==> config.mk <==
export PLATFORM = sky130hd
export DESIGN_NAME = stride_sched_top
export DESIGN_NICKNAME = d
export VERILOG_FILES = /design/src/verilog/sched_pkg.sv /design/src/verilog/dispatch_select.sv /design/src/verilog/prefetch_arbiter.sv /design/src/verilog/stride_alloc.sv /design/src/verilog/stride_entry.sv /design/src/verilog/stride_sched_top.sv
export SDC_FILE = /design/constraint.sdc
export NUM_CORES = 2
export LEC_CHECK = 0
export BUFFER_PORTS_ARGS = -buffer_cell sky130_fd_sc_hd__buf_2
export CORE_UTILIZATION = 31
export DETAILED_ROUTE_END_ITERATION = 6
export PLACE_DENSITY = 0.52
export SETUP_SLACK_MARGIN = 0.1
export SYNTH_ARGS = -nofsm -noshare
export SYNTH_HDL_FRONTEND = slang
export SYNTH_SLANG_ARGS = --single-unit
==> constraint.sdc <==
create_clock -name clk_i -period 8.7 [get_ports clk_i]
set_input_delay 0.435 -clock clk_i [delete_from_list [all_inputs] [get_ports clk_i]]
set_output_delay 0.435 -clock clk_i [all_outputs]
set_load 0.02 [all_outputs]
==> src/verilog/sched_pkg.sv <==
/* widths, typedefs and packet formats shared by the scheduler core
   modules pull these in with a wildcard import in their header */
`default_nettype none

package sched_pkg;

  localparam int NUM_STRIDE_ENTRIES = 4;
  localparam int CONF_THRESHOLD     = 2;
  localparam int VADDR_WIDTH        = 39;
  localparam int DWORD_WIDTH        = 64;
  localparam int STRIDE_WIDTH       = 8;

  typedef logic [VADDR_WIDTH-1:0]                 vaddr_t;
  typedef logic [DWORD_WIDTH-1:0]                 dword_t;
  typedef logic [31:0]                            instr_t;
  typedef logic [4:0]                             reg_addr_t;
  typedef logic [STRIDE_WIDTH-1:0]                stride_t;
  typedef logic [$clog2(CONF_THRESHOLD+1)-1:0]    conf_t;
  typedef logic [$clog2(NUM_STRIDE_ENTRIES)-1:0]  entry_idx_t;
  typedef logic [NUM_STRIDE_ENTRIES-1:0]          entry_vec_t;
  typedef logic [3:0]                             exc_code_t;

  typedef enum logic [1:0] {e_idle, e_train, e_steady} entry_state_e;

  typedef enum logic [2:0] {
    e_src_none,
    e_src_wb,
    e_src_resume,
    e_src_pref,
    e_src_irq,
    e_src_fe_instr,
    e_src_fe_exc
  } dispatch_src_e;

  typedef struct packed {
    logic   v;
    logic   is_load;
    vaddr_t pc;
    vaddr_t vaddr;
  } commit_pkt_s;

  // head entry of the fetch queue
  typedef struct packed {
    logic      v;
    logic      instr_v;
    vaddr_t    pc;
    instr_t    instr;
    dword_t    imm;
    exc_code_t exc_code;
  } issue_pkt_s;

  typedef struct packed {
    logic      v;
    logic      force_v;
    reg_addr_t rd_addr;
    dword_t    data;
  } late_wb_pkt_s;

  typedef struct packed {
    logic   v;
    vaddr_t addr;
  } pref_req_s;

  typedef struct packed {
    logic          v;
    dispatch_src_e src;
    vaddr_t        pc;
    instr_t        instr;
    reg_addr_t     rd_addr;
    dword_t        rs1;
    dword_t        rs2;
    struct packed {
      logic      resume;
      logic      irq;
      exc_code_t code;
    } exc;
  } dispatch_pkt_s;

endpackage

`default_nettype wire

==> src/verilog/dispatch_select.sv <==
/* picks one source per cycle and forms the dispatch packet
   purely combinational apart from the checks */
`timescale 1ns/1ps
`default_nettype none

module dispatch_select
  import sched_pkg::*;
(
  input  wire               clk_i,
  input  wire               rst_i,
  input  wire issue_pkt_s   issue_pkt_i,
  input  wire late_wb_pkt_s late_wb_pkt_i,
  input  wire pref_req_s    pref_req_i,
  input  wire               hazard_i,
  input  wire               resume_i,
  input  wire               irq_pending_i,
  output dispatch_pkt_s     dispatch_pkt_o,
  output logic              late_wb_yumi_o,
  output logic              pref_yumi_o,
  output logic              fe_read_o
);

  logic issue_queued;
  logic wb_v;
  logic resume_v;
  logic pref_v;
  logic irq_v;

  // priority wb > resume > prefetch > irq > fetch queue
  assign issue_queued = issue_pkt_i.v & ~hazard_i;
  assign wb_v         = late_wb_pkt_i.v & (late_wb_pkt_i.force_v | ~issue_queued);
  assign resume_v     = ~late_wb_pkt_i.v & ~hazard_i & resume_i;
  assign pref_v       = pref_req_i.v & ~wb_v & ~resume_v;
  assign irq_v        = ~late_wb_pkt_i.v & ~hazard_i & ~resume_i & ~pref_req_i.v & irq_pending_i;
  assign fe_read_o    = issue_queued & ~(wb_v | resume_v | pref_v | irq_v);

  assign late_wb_yumi_o = wb_v;
  assign pref_yumi_o    = pref_v;

  always_comb
  begin
    dispatch_pkt_o     = '0;
    dispatch_pkt_o.v   = wb_v | resume_v | pref_v | irq_v | fe_read_o;
    dispatch_pkt_o.pc  = issue_pkt_i.pc;
    dispatch_pkt_o.src = e_src_none;
    if (wb_v)
    begin
      dispatch_pkt_o.src     = e_src_wb;
      dispatch_pkt_o.rd_addr = late_wb_pkt_i.rd_addr;
      dispatch_pkt_o.rs2     = late_wb_pkt_i.data;
    end
    else if (resume_v)
    begin
      dispatch_pkt_o.src        = e_src_resume;
      dispatch_pkt_o.exc.resume = 1'b1;
    end
    else if (pref_v)
    begin
      dispatch_pkt_o.src = e_src_pref;
      dispatch_pkt_o.rs1 = dword_t'(pref_req_i.addr);
    end
    else if (irq_v)
    begin
      dispatch_pkt_o.src     = e_src_irq;
      dispatch_pkt_o.exc.irq = 1'b1;
    end
    else if (fe_read_o)
    begin
      dispatch_pkt_o.instr = issue_pkt_i.instr;
      // no operand read here so the immediate rides in rs2
      dispatch_pkt_o.rs2   = issue_pkt_i.imm;
      if (issue_pkt_i.instr_v)
      begin
        dispatch_pkt_o.src = e_src_fe_instr;
      end
      else
      begin
        dispatch_pkt_o.src      = e_src_fe_exc;
        dispatch_pkt_o.rs1      = dword_t'(issue_pkt_i.pc);
        dispatch_pkt_o.exc.code = issue_pkt_i.exc_code;
      end
    end
  end

  assert property (@(posedge clk_i) disable iff (rst_i)
    $onehot0({wb_v, resume_v, pref_v, irq_v, fe_read_o}));

  assert property (@(posedge clk_i) disable iff (rst_i)
    fe_read_o |-> issue_pkt_i.v && !hazard_i);

endmodule

`default_nettype wire

==> src/verilog/prefetch_arbiter.sv <==
/* drains pending tracker requests into a single prefetch slot
   the slot holds its request until the selector pulses yumi */
`timescale 1ns/1ps
`default_nettype none

module prefetch_arbiter
  import sched_pkg::*;
(
  input  wire                                  clk_i,
  input  wire                                  rst_i,
  input  wire entry_vec_t                      pend_i,
  input  wire vaddr_t [NUM_STRIDE_ENTRIES-1:0] pend_addr_i,
  input  wire                                  pref_yumi_i,
  output entry_vec_t                           grant_o,
  output pref_req_s                            pref_req_o
);

  logic       slot_v;
  vaddr_t     slot_addr;
  entry_idx_t sel_idx;

  // lowest index wins
  always_comb
  begin
    sel_idx = '0;
    for (int i = NUM_STRIDE_ENTRIES-1; i >= 0; i--)
    begin
      if (pend_i[i])
      begin
        sel_idx = entry_idx_t'(i);
      end
    end
  end

  assign grant_o = (!slot_v && pend_i != '0) ? entry_vec_t'(1) << sel_idx : '0;

  always_ff @(posedge clk_i)
  begin
    if (rst_i)
    begin
      slot_v <= 1'b0;
    end
    else if (pref_yumi_i)
    begin
      slot_v <= 1'b0;
    end
    else if (grant_o != '0)
    begin
      slot_v <= 1'b1;
    end
  end

  always_ff @(posedge clk_i)
  begin
    if (grant_o != '0)
    begin
      slot_addr <= pend_addr_i[sel_idx];
    end
  end

  assign pref_req_o = '{v: slot_v, addr: slot_addr};

  assert property (@(posedge clk_i) disable iff (rst_i)
    pref_req_o.v && !pref_yumi_i |=> pref_req_o.v && $stable(pref_req_o.addr));

endmodule

`default_nettype wire

==> src/verilog/stride_alloc.sv <==
/* registers committed loads and steers each one to its stride tracker
   a miss replaces the tracker under the round-robin victim pointer */
`timescale 1ns/1ps
`default_nettype none

module stride_alloc
  import sched_pkg::*;
(
  input  wire                                  clk_i,
  input  wire                                  rst_i,
  input  wire commit_pkt_s                     commit_pkt_i,
  input  wire vaddr_t [NUM_STRIDE_ENTRIES-1:0] tag_pc_i,
  input  wire entry_vec_t                      tag_v_i,
  output entry_vec_t                           update_o,
  output entry_vec_t                           alloc_o,
  output vaddr_t                               upd_vaddr_o,
  output vaddr_t                               upd_pc_o
);

  logic       upd_v;
  entry_vec_t hit;
  entry_idx_t victim_ptr;
  logic       commit_load;

  assign commit_load = commit_pkt_i.v & commit_pkt_i.is_load;

  always_ff @(posedge clk_i)
  begin
    if (rst_i)
    begin
      upd_v      <= 1'b0;
      victim_ptr <= '0;
    end
    else
    begin
      upd_v <= commit_load;
      if (alloc_o != '0)
      begin
        victim_ptr <= (victim_ptr == entry_idx_t'(NUM_STRIDE_ENTRIES-1)) ? '0
                                                                       : victim_ptr + 1'b1;
      end
    end
  end

  always_ff @(posedge clk_i)
  begin
    if (commit_load)
    begin
      upd_pc_o    <= commit_pkt_i.pc;
      upd_vaddr_o <= commit_pkt_i.vaddr;
    end
  end

  always_comb
  begin
    for (int i = 0; i < NUM_STRIDE_ENTRIES; i++)
    begin
      hit[i] = tag_v_i[i] && (tag_pc_i[i] == upd_pc_o);
    end
  end

  assign update_o = upd_v ? hit : '0;
  assign alloc_o  = (upd_v && hit == '0) ? entry_vec_t'(1) << victim_ptr : '0;

  // tags stay unique across trackers so a load never hits twice
  assert property (@(posedge clk_i) disable iff (rst_i)
    $onehot0(update_o) && $onehot0(alloc_o) && !((update_o != '0) && (alloc_o != '0)));

endmodule

`default_nettype wire

==> src/verilog/stride_entry.sv <==
/* one stride tracker with its training FSM and a pending prefetch
   instantiated once per tracker slot by the top level */
`timescale 1ns/1ps
`default_nettype none

module stride_entry
  import sched_pkg::*;
(
  input  wire         clk_i,
  input  wire         rst_i,
  input  wire         update_i,
  input  wire         alloc_i,
  input  wire vaddr_t upd_pc_i,
  input  wire vaddr_t upd_vaddr_i,
  input  wire         grant_i,
  output vaddr_t      tag_pc_o,
  output logic        tag_v_o,
  output logic        pend_o,
  output vaddr_t      pend_addr_o
);

  entry_state_e state;
  vaddr_t       last_addr;
  vaddr_t       addr_diff;
  stride_t      stride;
  stride_t      new_stride;
  conf_t        conf;
  logic         diff_fits;
  logic         stride_match;
  logic         pend_set;

  assign addr_diff = upd_vaddr_i - last_addr;
  // upper bits must be a pure sign extension
  assign diff_fits = (addr_diff[VADDR_WIDTH-1:STRIDE_WIDTH-1] == '0)
                  || (addr_diff[VADDR_WIDTH-1:STRIDE_WIDTH-1] == '1);
  assign new_stride   = diff_fits ? addr_diff[STRIDE_WIDTH-1:0] : '0;
  assign stride_match = (new_stride != '0) && (new_stride == stride);
  assign pend_set     = update_i && stride_match && (state == e_steady);

  always_ff @(posedge clk_i)
  begin
    if (rst_i)
    begin
      state   <= e_idle;
      tag_v_o <= 1'b0;
      conf    <= '0;
      pend_o  <= 1'b0;
    end
    else if (alloc_i)
    begin
      state   <= e_train;
      tag_v_o <= 1'b1;
      conf    <= '0;
      pend_o  <= 1'b0;
    end
    else
    begin
      pend_o <= pend_set | (pend_o & ~grant_i);
      if (update_i && !stride_match)
      begin
        conf  <= '0;
        state <= e_train;
      end
      else if (update_i && state != e_steady)
      begin
        conf <= conf + 1'b1;
        if (conf + 1'b1 >= CONF_THRESHOLD)
        begin
          state <= e_steady;
        end
      end
    end
  end

  always_ff @(posedge clk_i)
  begin
    if (alloc_i)
    begin
      tag_pc_o  <= upd_pc_i;
      last_addr <= upd_vaddr_i;
      stride    <= '0;
    end
    else if (update_i)
    begin
      last_addr <= upd_vaddr_i;
      stride    <= new_stride;
    end
    if (pend_set)
    begin
      pend_addr_o <= upd_vaddr_i + {{(VADDR_WIDTH-STRIDE_WIDTH){stride[STRIDE_WIDTH-1]}}, stride};
    end
  end

  assert property (@(posedge clk_i) disable iff (rst_i) conf <= CONF_THRESHOLD);

endmodule

`default_nettype wire

==> src/verilog/stride_sched_top.sv <==
/* scheduler core top with the allocator and stride trackers
   feeding the prefetch arbiter and the dispatch selector */
`timescale 1ns/1ps
`default_nettype none

module stride_sched_top
  import sched_pkg::*;
(
  input  wire               clk_i,
  input  wire               rst_i,
  input  wire commit_pkt_s  commit_pkt_i,
  input  wire issue_pkt_s   issue_pkt_i,
  input  wire late_wb_pkt_s late_wb_pkt_i,
  input  wire               hazard_i,
  input  wire               resume_i,
  input  wire               irq_pending_i,
  output dispatch_pkt_s     dispatch_pkt_o,
  output logic              late_wb_yumi_o,
  output logic              fe_read_o
);

  entry_vec_t                      update;
  entry_vec_t                      alloc;
  entry_vec_t                      tag_v;
  entry_vec_t                      pend;
  entry_vec_t                      grant;
  vaddr_t                          upd_pc;
  vaddr_t                          upd_vaddr;
  vaddr_t [NUM_STRIDE_ENTRIES-1:0] tag_pc;
  vaddr_t [NUM_STRIDE_ENTRIES-1:0] pend_addr;
  pref_req_s                       pref_req;
  logic                            pref_yumi;

  stride_alloc u_alloc (
    .clk_i        (clk_i),
    .rst_i        (rst_i),
    .commit_pkt_i (commit_pkt_i),
    .tag_pc_i     (tag_pc),
    .tag_v_i      (tag_v),
    .update_o     (update),
    .alloc_o      (alloc),
    .upd_vaddr_o  (upd_vaddr),
    .upd_pc_o     (upd_pc)
  );

  for (genvar i = 0; i < NUM_STRIDE_ENTRIES; i++)
  begin : g_entry
    stride_entry u_entry (
      .clk_i       (clk_i),
      .rst_i       (rst_i),
      .update_i    (update[i]),
      .alloc_i     (alloc[i]),
      .upd_pc_i    (upd_pc),
      .upd_vaddr_i (upd_vaddr),
      .grant_i     (grant[i]),
      .tag_pc_o    (tag_pc[i]),
      .tag_v_o     (tag_v[i]),
      .pend_o      (pend[i]),
      .pend_addr_o (pend_addr[i])
    );
  end

  prefetch_arbiter u_arbiter (
    .clk_i       (clk_i),
    .rst_i       (rst_i),
    .pend_i      (pend),
    .pend_addr_i (pend_addr),
    .pref_yumi_i (pref_yumi),
    .grant_o     (grant),
    .pref_req_o  (pref_req)
  );

  dispatch_select u_select (
    .clk_i          (clk_i),
    .rst_i          (rst_i),
    .issue_pkt_i    (issue_pkt_i),
    .late_wb_pkt_i  (late_wb_pkt_i),
    .pref_req_i     (pref_req),
    .hazard_i       (hazard_i),
    .resume_i       (resume_i),
    .irq_pending_i  (irq_pending_i),
    .dispatch_pkt_o (dispatch_pkt_o),
    .late_wb_yumi_o (late_wb_yumi_o),
    .pref_yumi_o    (pref_yumi),
    .fe_read_o      (fe_read_o)
  );

endmodule

`default_nettype wire
# == After elaboration in Yosys (flattened, before gate mapping) ==
# Cells that the tools add are included.
# totals
ff_bits,645
latch_bits,0
mem_bits_rw,0
mem_bits_ro,0
elab_cells,265
memories,0
# op_classes
add_sub_neg,17
n_mul,0
div_mod_pow,0
magnitude_cmp,5
n_eq_ne,21
shift,2
muxes,66
n_bitwise,36
n_reduce_logical,76
# ops
operator,count
$mux W39,10
$mux W128,3
$mux W64,4
$mux W32,5
$add A39 B39 Y39,4
$eq A39 B39 Y1,4
$sub A39 B39 Y39,4
$eq A32 B32 Y1 const B,4
$ge A32 B2 Y1 const B,4
$logic_not A32 Y1,4
$bmux W39 S2,1
$eq A8 B8 Y1,4
$mux W8,4
$reduce_bool A8 Y1,4
$logic_and A1 B1 Y1,26
$mux W4,6
$reduce_bool A3 Y1,8
$mux W1,18
$reduce_and A2 Y1,8
$and A1 B1 Y1,15
$mux W3,5
$mux W5,3
$add A2 B1 Y3 const B,4
$mux W2,6
other kinds (15),65

# == Depth between registers and ports, before layout ==
# logic_depth
depth_word,17
mapped_depth,19
ltp_nobuf,19

# == Cells and area by module ==
# Synthesis repeated with hierarchy kept, for this count alone.
# hier_totals
cells_unflattened,4757
hier_area_um2,46558.4
# modules_own_cells
mod,n_inst,cells_per_inst,area_per_inst_um2,seq_area_each_um2
stride_entry at g_entry[1].u_entry ...,2,957,9276.4,3793.6
stride_entry at g_entry[0].u_entry,1,994,9525.4,3793.6
stride_entry at g_entry[3].u_entry,1,895,8868.5,3793.6
stride_alloc,1,317,4296.6,2402.3
prefetch_arbiter,1,319,2741.4,1191.1
dispatch_select,1,318,2573.7,0.0

# == Worst setup path after synthesis ==
# No wires, ideal clock.
# synth_timing
path_type,reg2reg
start,reg u_alloc.upd_vaddr_o[1]
end,"reg g_entry[1].u_entry.pend_addr_o[0], enable pin"
arrival_ns,8.403
setup_slack_ns,-0.254
stages_incl_launch_ff,15
synth_period_minus_slack_ns,8.954
path_cell_list,edfxtp_1 ha_1 nor2b_1 o31a_1 a21o_1 a211oi_1 a2111oi_0 or4_1 o311ai_0 nor4b_1 nand4_1 nor4b_2 o21ai_0 a221oi_1 nor4b_1
# synth_between
elab_chain_len,8
# synth_rtl
element,line,rtl
start: declaration,stride_alloc.sv:16,"output vaddr_t upd_vaddr_o,"
start signal: assignment,stride_alloc.sv:50,upd_vaddr_o <= commit_pkt_i.vaddr;
$sub A39 B39 Y39 *,stride_entry.sv:32,assign addr_diff = upd_vaddr_i - last_addr;
$eq A32 B32 Y1 / $logic_not A32 Y1 (equally long branches),"stride_entry.sv:35, stride_entry.sv:34",
$logic_or A1 B1 Y1,stride_entry.sv:35,|| (addr_diff[VADDR_WIDTH-1:STRIDE_WIDTH-1] == '1);
$mux W8 *,stride_entry.sv:36,assign new_stride = diff_fits ? addr_diff[STRIDE_WIDTH-1:0] : '0;
$eq A8 B8 Y1 / $reduce_bool A8 Y1 (equally long branches),stride_entry.sv:37,assign stride_match = (new_stride != '0) && (new_stride == stride);
$logic_and A1 B1 Y1 *,stride_entry.sv:37,
$logic_and A1 B1 Y1 * (2 in a row),stride_entry.sv:38,assign pend_set = update_i && stride_match && (state == e_steady);
named net g_entry[1].u_entry.pend_set,stride_entry.sv:30,logic pend_set;
end signal: assignment,stride_entry.sv:90,"pend_addr_o <= upd_vaddr_i + {{(VADDR_WIDTH-STRIDE_WIDTH){stride[STRIDE_WIDTH-1]}}, stride};"
end: declaration,stride_entry.sv:19,output vaddr_t pend_addr_o
# Mark *: on every way through the listed nets, which the timed path passes. The rest lies on a longest branch.
# A chain may end at the register's enable or synchronous reset.

# == Worst setup path after layout ==
# layout_timing
start,reg u_alloc.upd_vaddr_o[0]
end,"reg g_entry[0].u_entry.pend_addr_o[37], enable pin"
# layout_between
elab_chain_len,8
# layout_rtl
element,line
$sub A39 B39 Y39 *,stride_entry.sv:32
$eq A32 B32 Y1 / $logic_not A32 Y1 (equally long branches),"stride_entry.sv:35, stride_entry.sv:34"
$logic_or A1 B1 Y1,stride_entry.sv:35
$mux W8 *,stride_entry.sv:36
$eq A8 B8 Y1 / $reduce_bool A8 Y1 (equally long branches),stride_entry.sv:37
$logic_and A1 B1 Y1 *,stride_entry.sv:37
$logic_and A1 B1 Y1 * (2 in a row),stride_entry.sv:38
named net g_entry[0].u_entry.pend_set,stride_entry.sv:30
end signal: assignment,stride_entry.sv:90
end: declaration,stride_entry.sv:19
# Marks and branches as above.

==> summary.txt <==
outcome: completed
Seq cells post-synth: 645
Tightest Pin Transition: 1.17 ns
final hold slack: 0.0607 ns
final core utilization: 0.371
Peak VDD IR: 0.147 mV
launch point of the worst reg-to-reg path: u_alloc.upd_vaddr_o[0]
Post-Synthesis Cells: 4095
CTS Sinks: 645
Internal: 0.00611 W
die area: 0.140 mm2
R2R Path End: g_entry[0].u_entry.pend_addr_o[37]
Worst-Skew Late Latency: 0.73 ns
Starting Density: 0.312
synthesized area: 0.0429 mm2
CP endpoint kind: flip-flop
slowest stage cell, crit path: nor4b_1
Hold Crit Class: input port to flip-flop
Worst EP required: 9.02 ns
Synth Area per Inst: 10.5 um2
setup TNS: 0 ns
DR WL/cell: 19.4 um
Final Hold Vio Count: 0
clock-pin slew on the worst setup and hold paths: 0.06 ns
hold path depth: 1
Leakage Power: 20.6 nW
root buffer cell: clkbuf_16
sequential area share after synthesis: 0.438
Clk network pwr share: 0.412
drt total wl: 126000 um
fin crit share: 0.836
HP Start: commit_pkt_i[33]
Gate power share: 0.173
flop-to-flop setup slack: 1.43 ns
Ys Warns: 0
final setup fails: 0
pwr/cell area: 167 mW/mm2
Nets: 5265
Slew Viols, Final: 0
PortBufs: 487
CP Max Fanout: 35
CP max stage delay: 0.79 ns
Setup Skew: 0.0871 ns
largest net degree at the start of global routing: 100
Post-synth ARST share: 0
Crit Path Category: flip-flop to flip-flop
number of global-route vias before repair: 32200
post-detail-place hpwl: 97400 um
Psw: 0.00241 W
Critical Path, Cell by Cell: inv_1 -> ha_1 -> inv_1 -> fa_1 -> a211oi_1 -> o211ai_1 -> a31oi_1 -> xor2_1 -> or4b_2 -> nor4_1 -> nand4_1 -> nor4_1 -> nand4_1 -> nor4b_1 -> mux2i_1 -> or4_1 -> a211oi_1 -> nor4b_4 -> buf_12
Min-Delay Endpoint: u_alloc.upd_vaddr_o[33]
Primary FF master, synth: edfxtp_1
placed inst area: 0.0473 mm2
cells on worst reg2reg path: 19
data arrival time of the worst path: 7.59 ns
fmax: 138 MHz
Global Route Usage Sum: 0.176
Congestion Overflow GR: 0
Distinct cells, synth: 91
slew margin rel.: 0.216
Die Wd: 374 um
GPL Wtd Cong: 0.883
Area Growth Syn to Fin: 18.7%
# rows: 136
Post-synth EDFFs: 585
Startpoint Class: flip-flop
Post-CTS Resized: 0
Seq pwr share: 0.415
Sw Share: 0.283
share of layout cells above drive strength 1: 0.166
Final Instance Area: 0.0509 mm2
global-route wire length before repair: 192000 um
MaxCap Viol Count: 0
clk buf depth: 3
DRC: 0
Top Ports: 513
Final min period: 7.27 ns
initial antenna violation count: 6
via count: 33400
RSZ-0062 raised after global routing: no
first drt pass iteration count: 5
Die H: 374 um
vias per cell: 5.13
H-tree levels: 3
core box area: 0.137 mm2
CTS tree: yes
CTS buffer count: 80
Post-DRT Antenna Nets: 0
drt initial violations: 1790
placed cells by master, fill, tap and decap left out, drive strengths merged, types with 23 or more instances in the layout:
cell / n
conb: 25
nand4: 101
o21a: 62
mux4: 39
clkinv: 34
inv: 270
a211oi: 40
a21oi: 290
nand2b: 38
and2: 72
a31oi: 38
buf: 553
o21bai: 40
nand2: 198
xnor2: 341
nor4: 46
xor2: 88
or3: 32
nor3: 81
o21ai: 161
or2: 23
a21o: 154
ha: 312
edfxtp: 585
nand3: 76
nor2: 238
dfxtp: 60
dlygate4sd3: 77
a22o: 124
and3: 53
clkbuf: 100
nor2b: 38
worst max path at each step:
stage	startpoint	to	slack, ns	cells after the start
4_1_cts	u_alloc.upd_vaddr_o[0]	g_entry[0].u_entry.pend_addr_o[37]	1.33	19
3_5_place_dp	u_alloc.upd_vaddr_o[0]	g_entry[0].u_entry.pend_addr_o[37]	1.36	19
3_3_place_gp	u_alloc.upd_vaddr_o[0]	g_entry[0].u_entry.pend_addr_o[37]	1.44	19
2_1_floorplan	u_alloc.upd_vaddr_o[0]	g_entry[0].u_entry.pend_addr_o[0]	1.28	18
6_report	u_alloc.upd_vaddr_o[0]	g_entry[0].u_entry.pend_addr_o[37]	1.43	19
5_1_grt	u_alloc.upd_vaddr_o[0]	g_entry[0].u_entry.pend_addr_o[37]	0.76	19
logic make-up after synthesis:
family | after synthesis | share of synthesized area
AND/OR/NAND/NOR | 1076 | 0.132
AO/OA/AOI/OAI | 1115 | 0.178
adder cells (fa/ha/maj) | 320 | 0.0948
other | 1 | 0.0000875
XOR/XNOR | 429 | 0.0877
multiplexers | 56 | 0.0246
flip-flops | 645 | 0.438
buffers and inverters | 453 | 0.0455
metal layers:
layer / share of wire / up-vias / GRT usage / wire length (um)
li1: - / 16400 / - / -
met1: 0.49 / 16100 / 0.250 / 62000
met2: 0.45 / 784 / 0.281 / 56600
met3: 0.042 / 139 / 0.0225 / 5330
met4: 0.019 / 2 / 0.0464 / 2450
met5: 0.00010 / - / 0 / 13
power by group through the flow:
| stage | clock [W] | sequential [W] | combinational [W] |
|---|---|---|---|
| after floorplan | 0 | 0.00357 | 0.00103 |
| after global placement | 0 | 0.00360 | 0.00144 |
| after detailed placement | 0 | 0.00360 | 0.00144 |
| after CTS | 0.00363 | 0.00354 | 0.00148 |
| after global routing | 0.00373 | 0.00354 | 0.00163 |
| final | 0.00351 | 0.00353 | 0.00148 |
area by class of cell:
cell class                      count  area (um2)
Tap cell                         1794        2240
Antenna cell                        5        12.5
Inverter                          270        1010
Multi-Input combinational cell   3021       22300
Timing Repair Buffer              630        3720
Clock inverter                     44         633
Clock buffer                      100        2160
Fill cell                       13600       86400
Sequential cell                   645       18800
synthesized netlist by cell type (all sizes together) (17+ instances only):
library cell	number	share of area
nor4	46	0.0067
and2	72	0.011
xnor2	341	0.070
buf	75	0.012
xor2	88	0.018
nand4	101	0.015
a211oi	40	0.0070
a22o	124	0.025
nor2b	38	0.0055
nand2b	38	0.0055
o21bai	40	0.0070
inv	270	0.024
ha	312	0.091
a21o	154	0.027
a31oi	38	0.0055
edfxtp	585	0.41
nor2	238	0.021
and3	53	0.0077
or3	32	0.0047
o211ai	21	0.0037
o21ai	161	0.019
mux4	39	0.020
dfxtp	60	0.028
nor3	81	0.0095
nand3	76	0.0089
a21oi	290	0.034
o31ai	17	0.0031
or2	23	0.0034
o21a	62	0.011
nand2	198	0.017
clkbuf	108	0.0095
what timing repair did:
action / in CTS / in global routing
endpoints found under the hold margin: 77 / 0
buffers inserted: 0 / 0
hold buffers: 77 / 0
sequential cells by signal, indices dropped and copies added (netlist names):
| register | cells |
|---|---|
| u_arbiter.slot_v | 1 |
| u_alloc.upd_pc_o | 39 |
| g_entry.u_entry.pend_addr_o | 156 |
| u_alloc.victim_ptr | 2 |
| g_entry.u_entry.last_addr | 156 |
| g_entry.u_entry.tag_pc_o | 156 |
| g_entry.u_entry.stride | 32 |
| u_alloc.upd_v | 1 |
| g_entry.u_entry.state | 8 |
| u_alloc.upd_vaddr_o | 39 |
| g_entry.u_entry.tag_v_o | 4 |
| g_entry.u_entry.conf | 8 |
| u_arbiter.slot_addr | 39 |
| g_entry.u_entry.pend_o | 4 |
critical path: cells and delay by family, from the launching register on:
family                     cells  cell delay [ns]
AOI/OAI and AO/OA              4             1.48
buffers and inverters          3             0.54
muxes                          1             0.16
and+or+nand+nor                8             3.30
xor gates and xnor gates       1             0.15
DFF                            1             0.54
adders and majority gates      2             0.63
metrics by stage:
stage	std cells	worst slack, ns	power, W
floorplan	4119	1.28	0.00460
global placement	6283	1.44	0.00504
detailed placement	6283	1.36	0.00504
CTS	6504	1.33	0.00864
global route	6504	0.763	0.00889
finish	6509	1.43	0.00852
(Power assumes the default switching activity.)
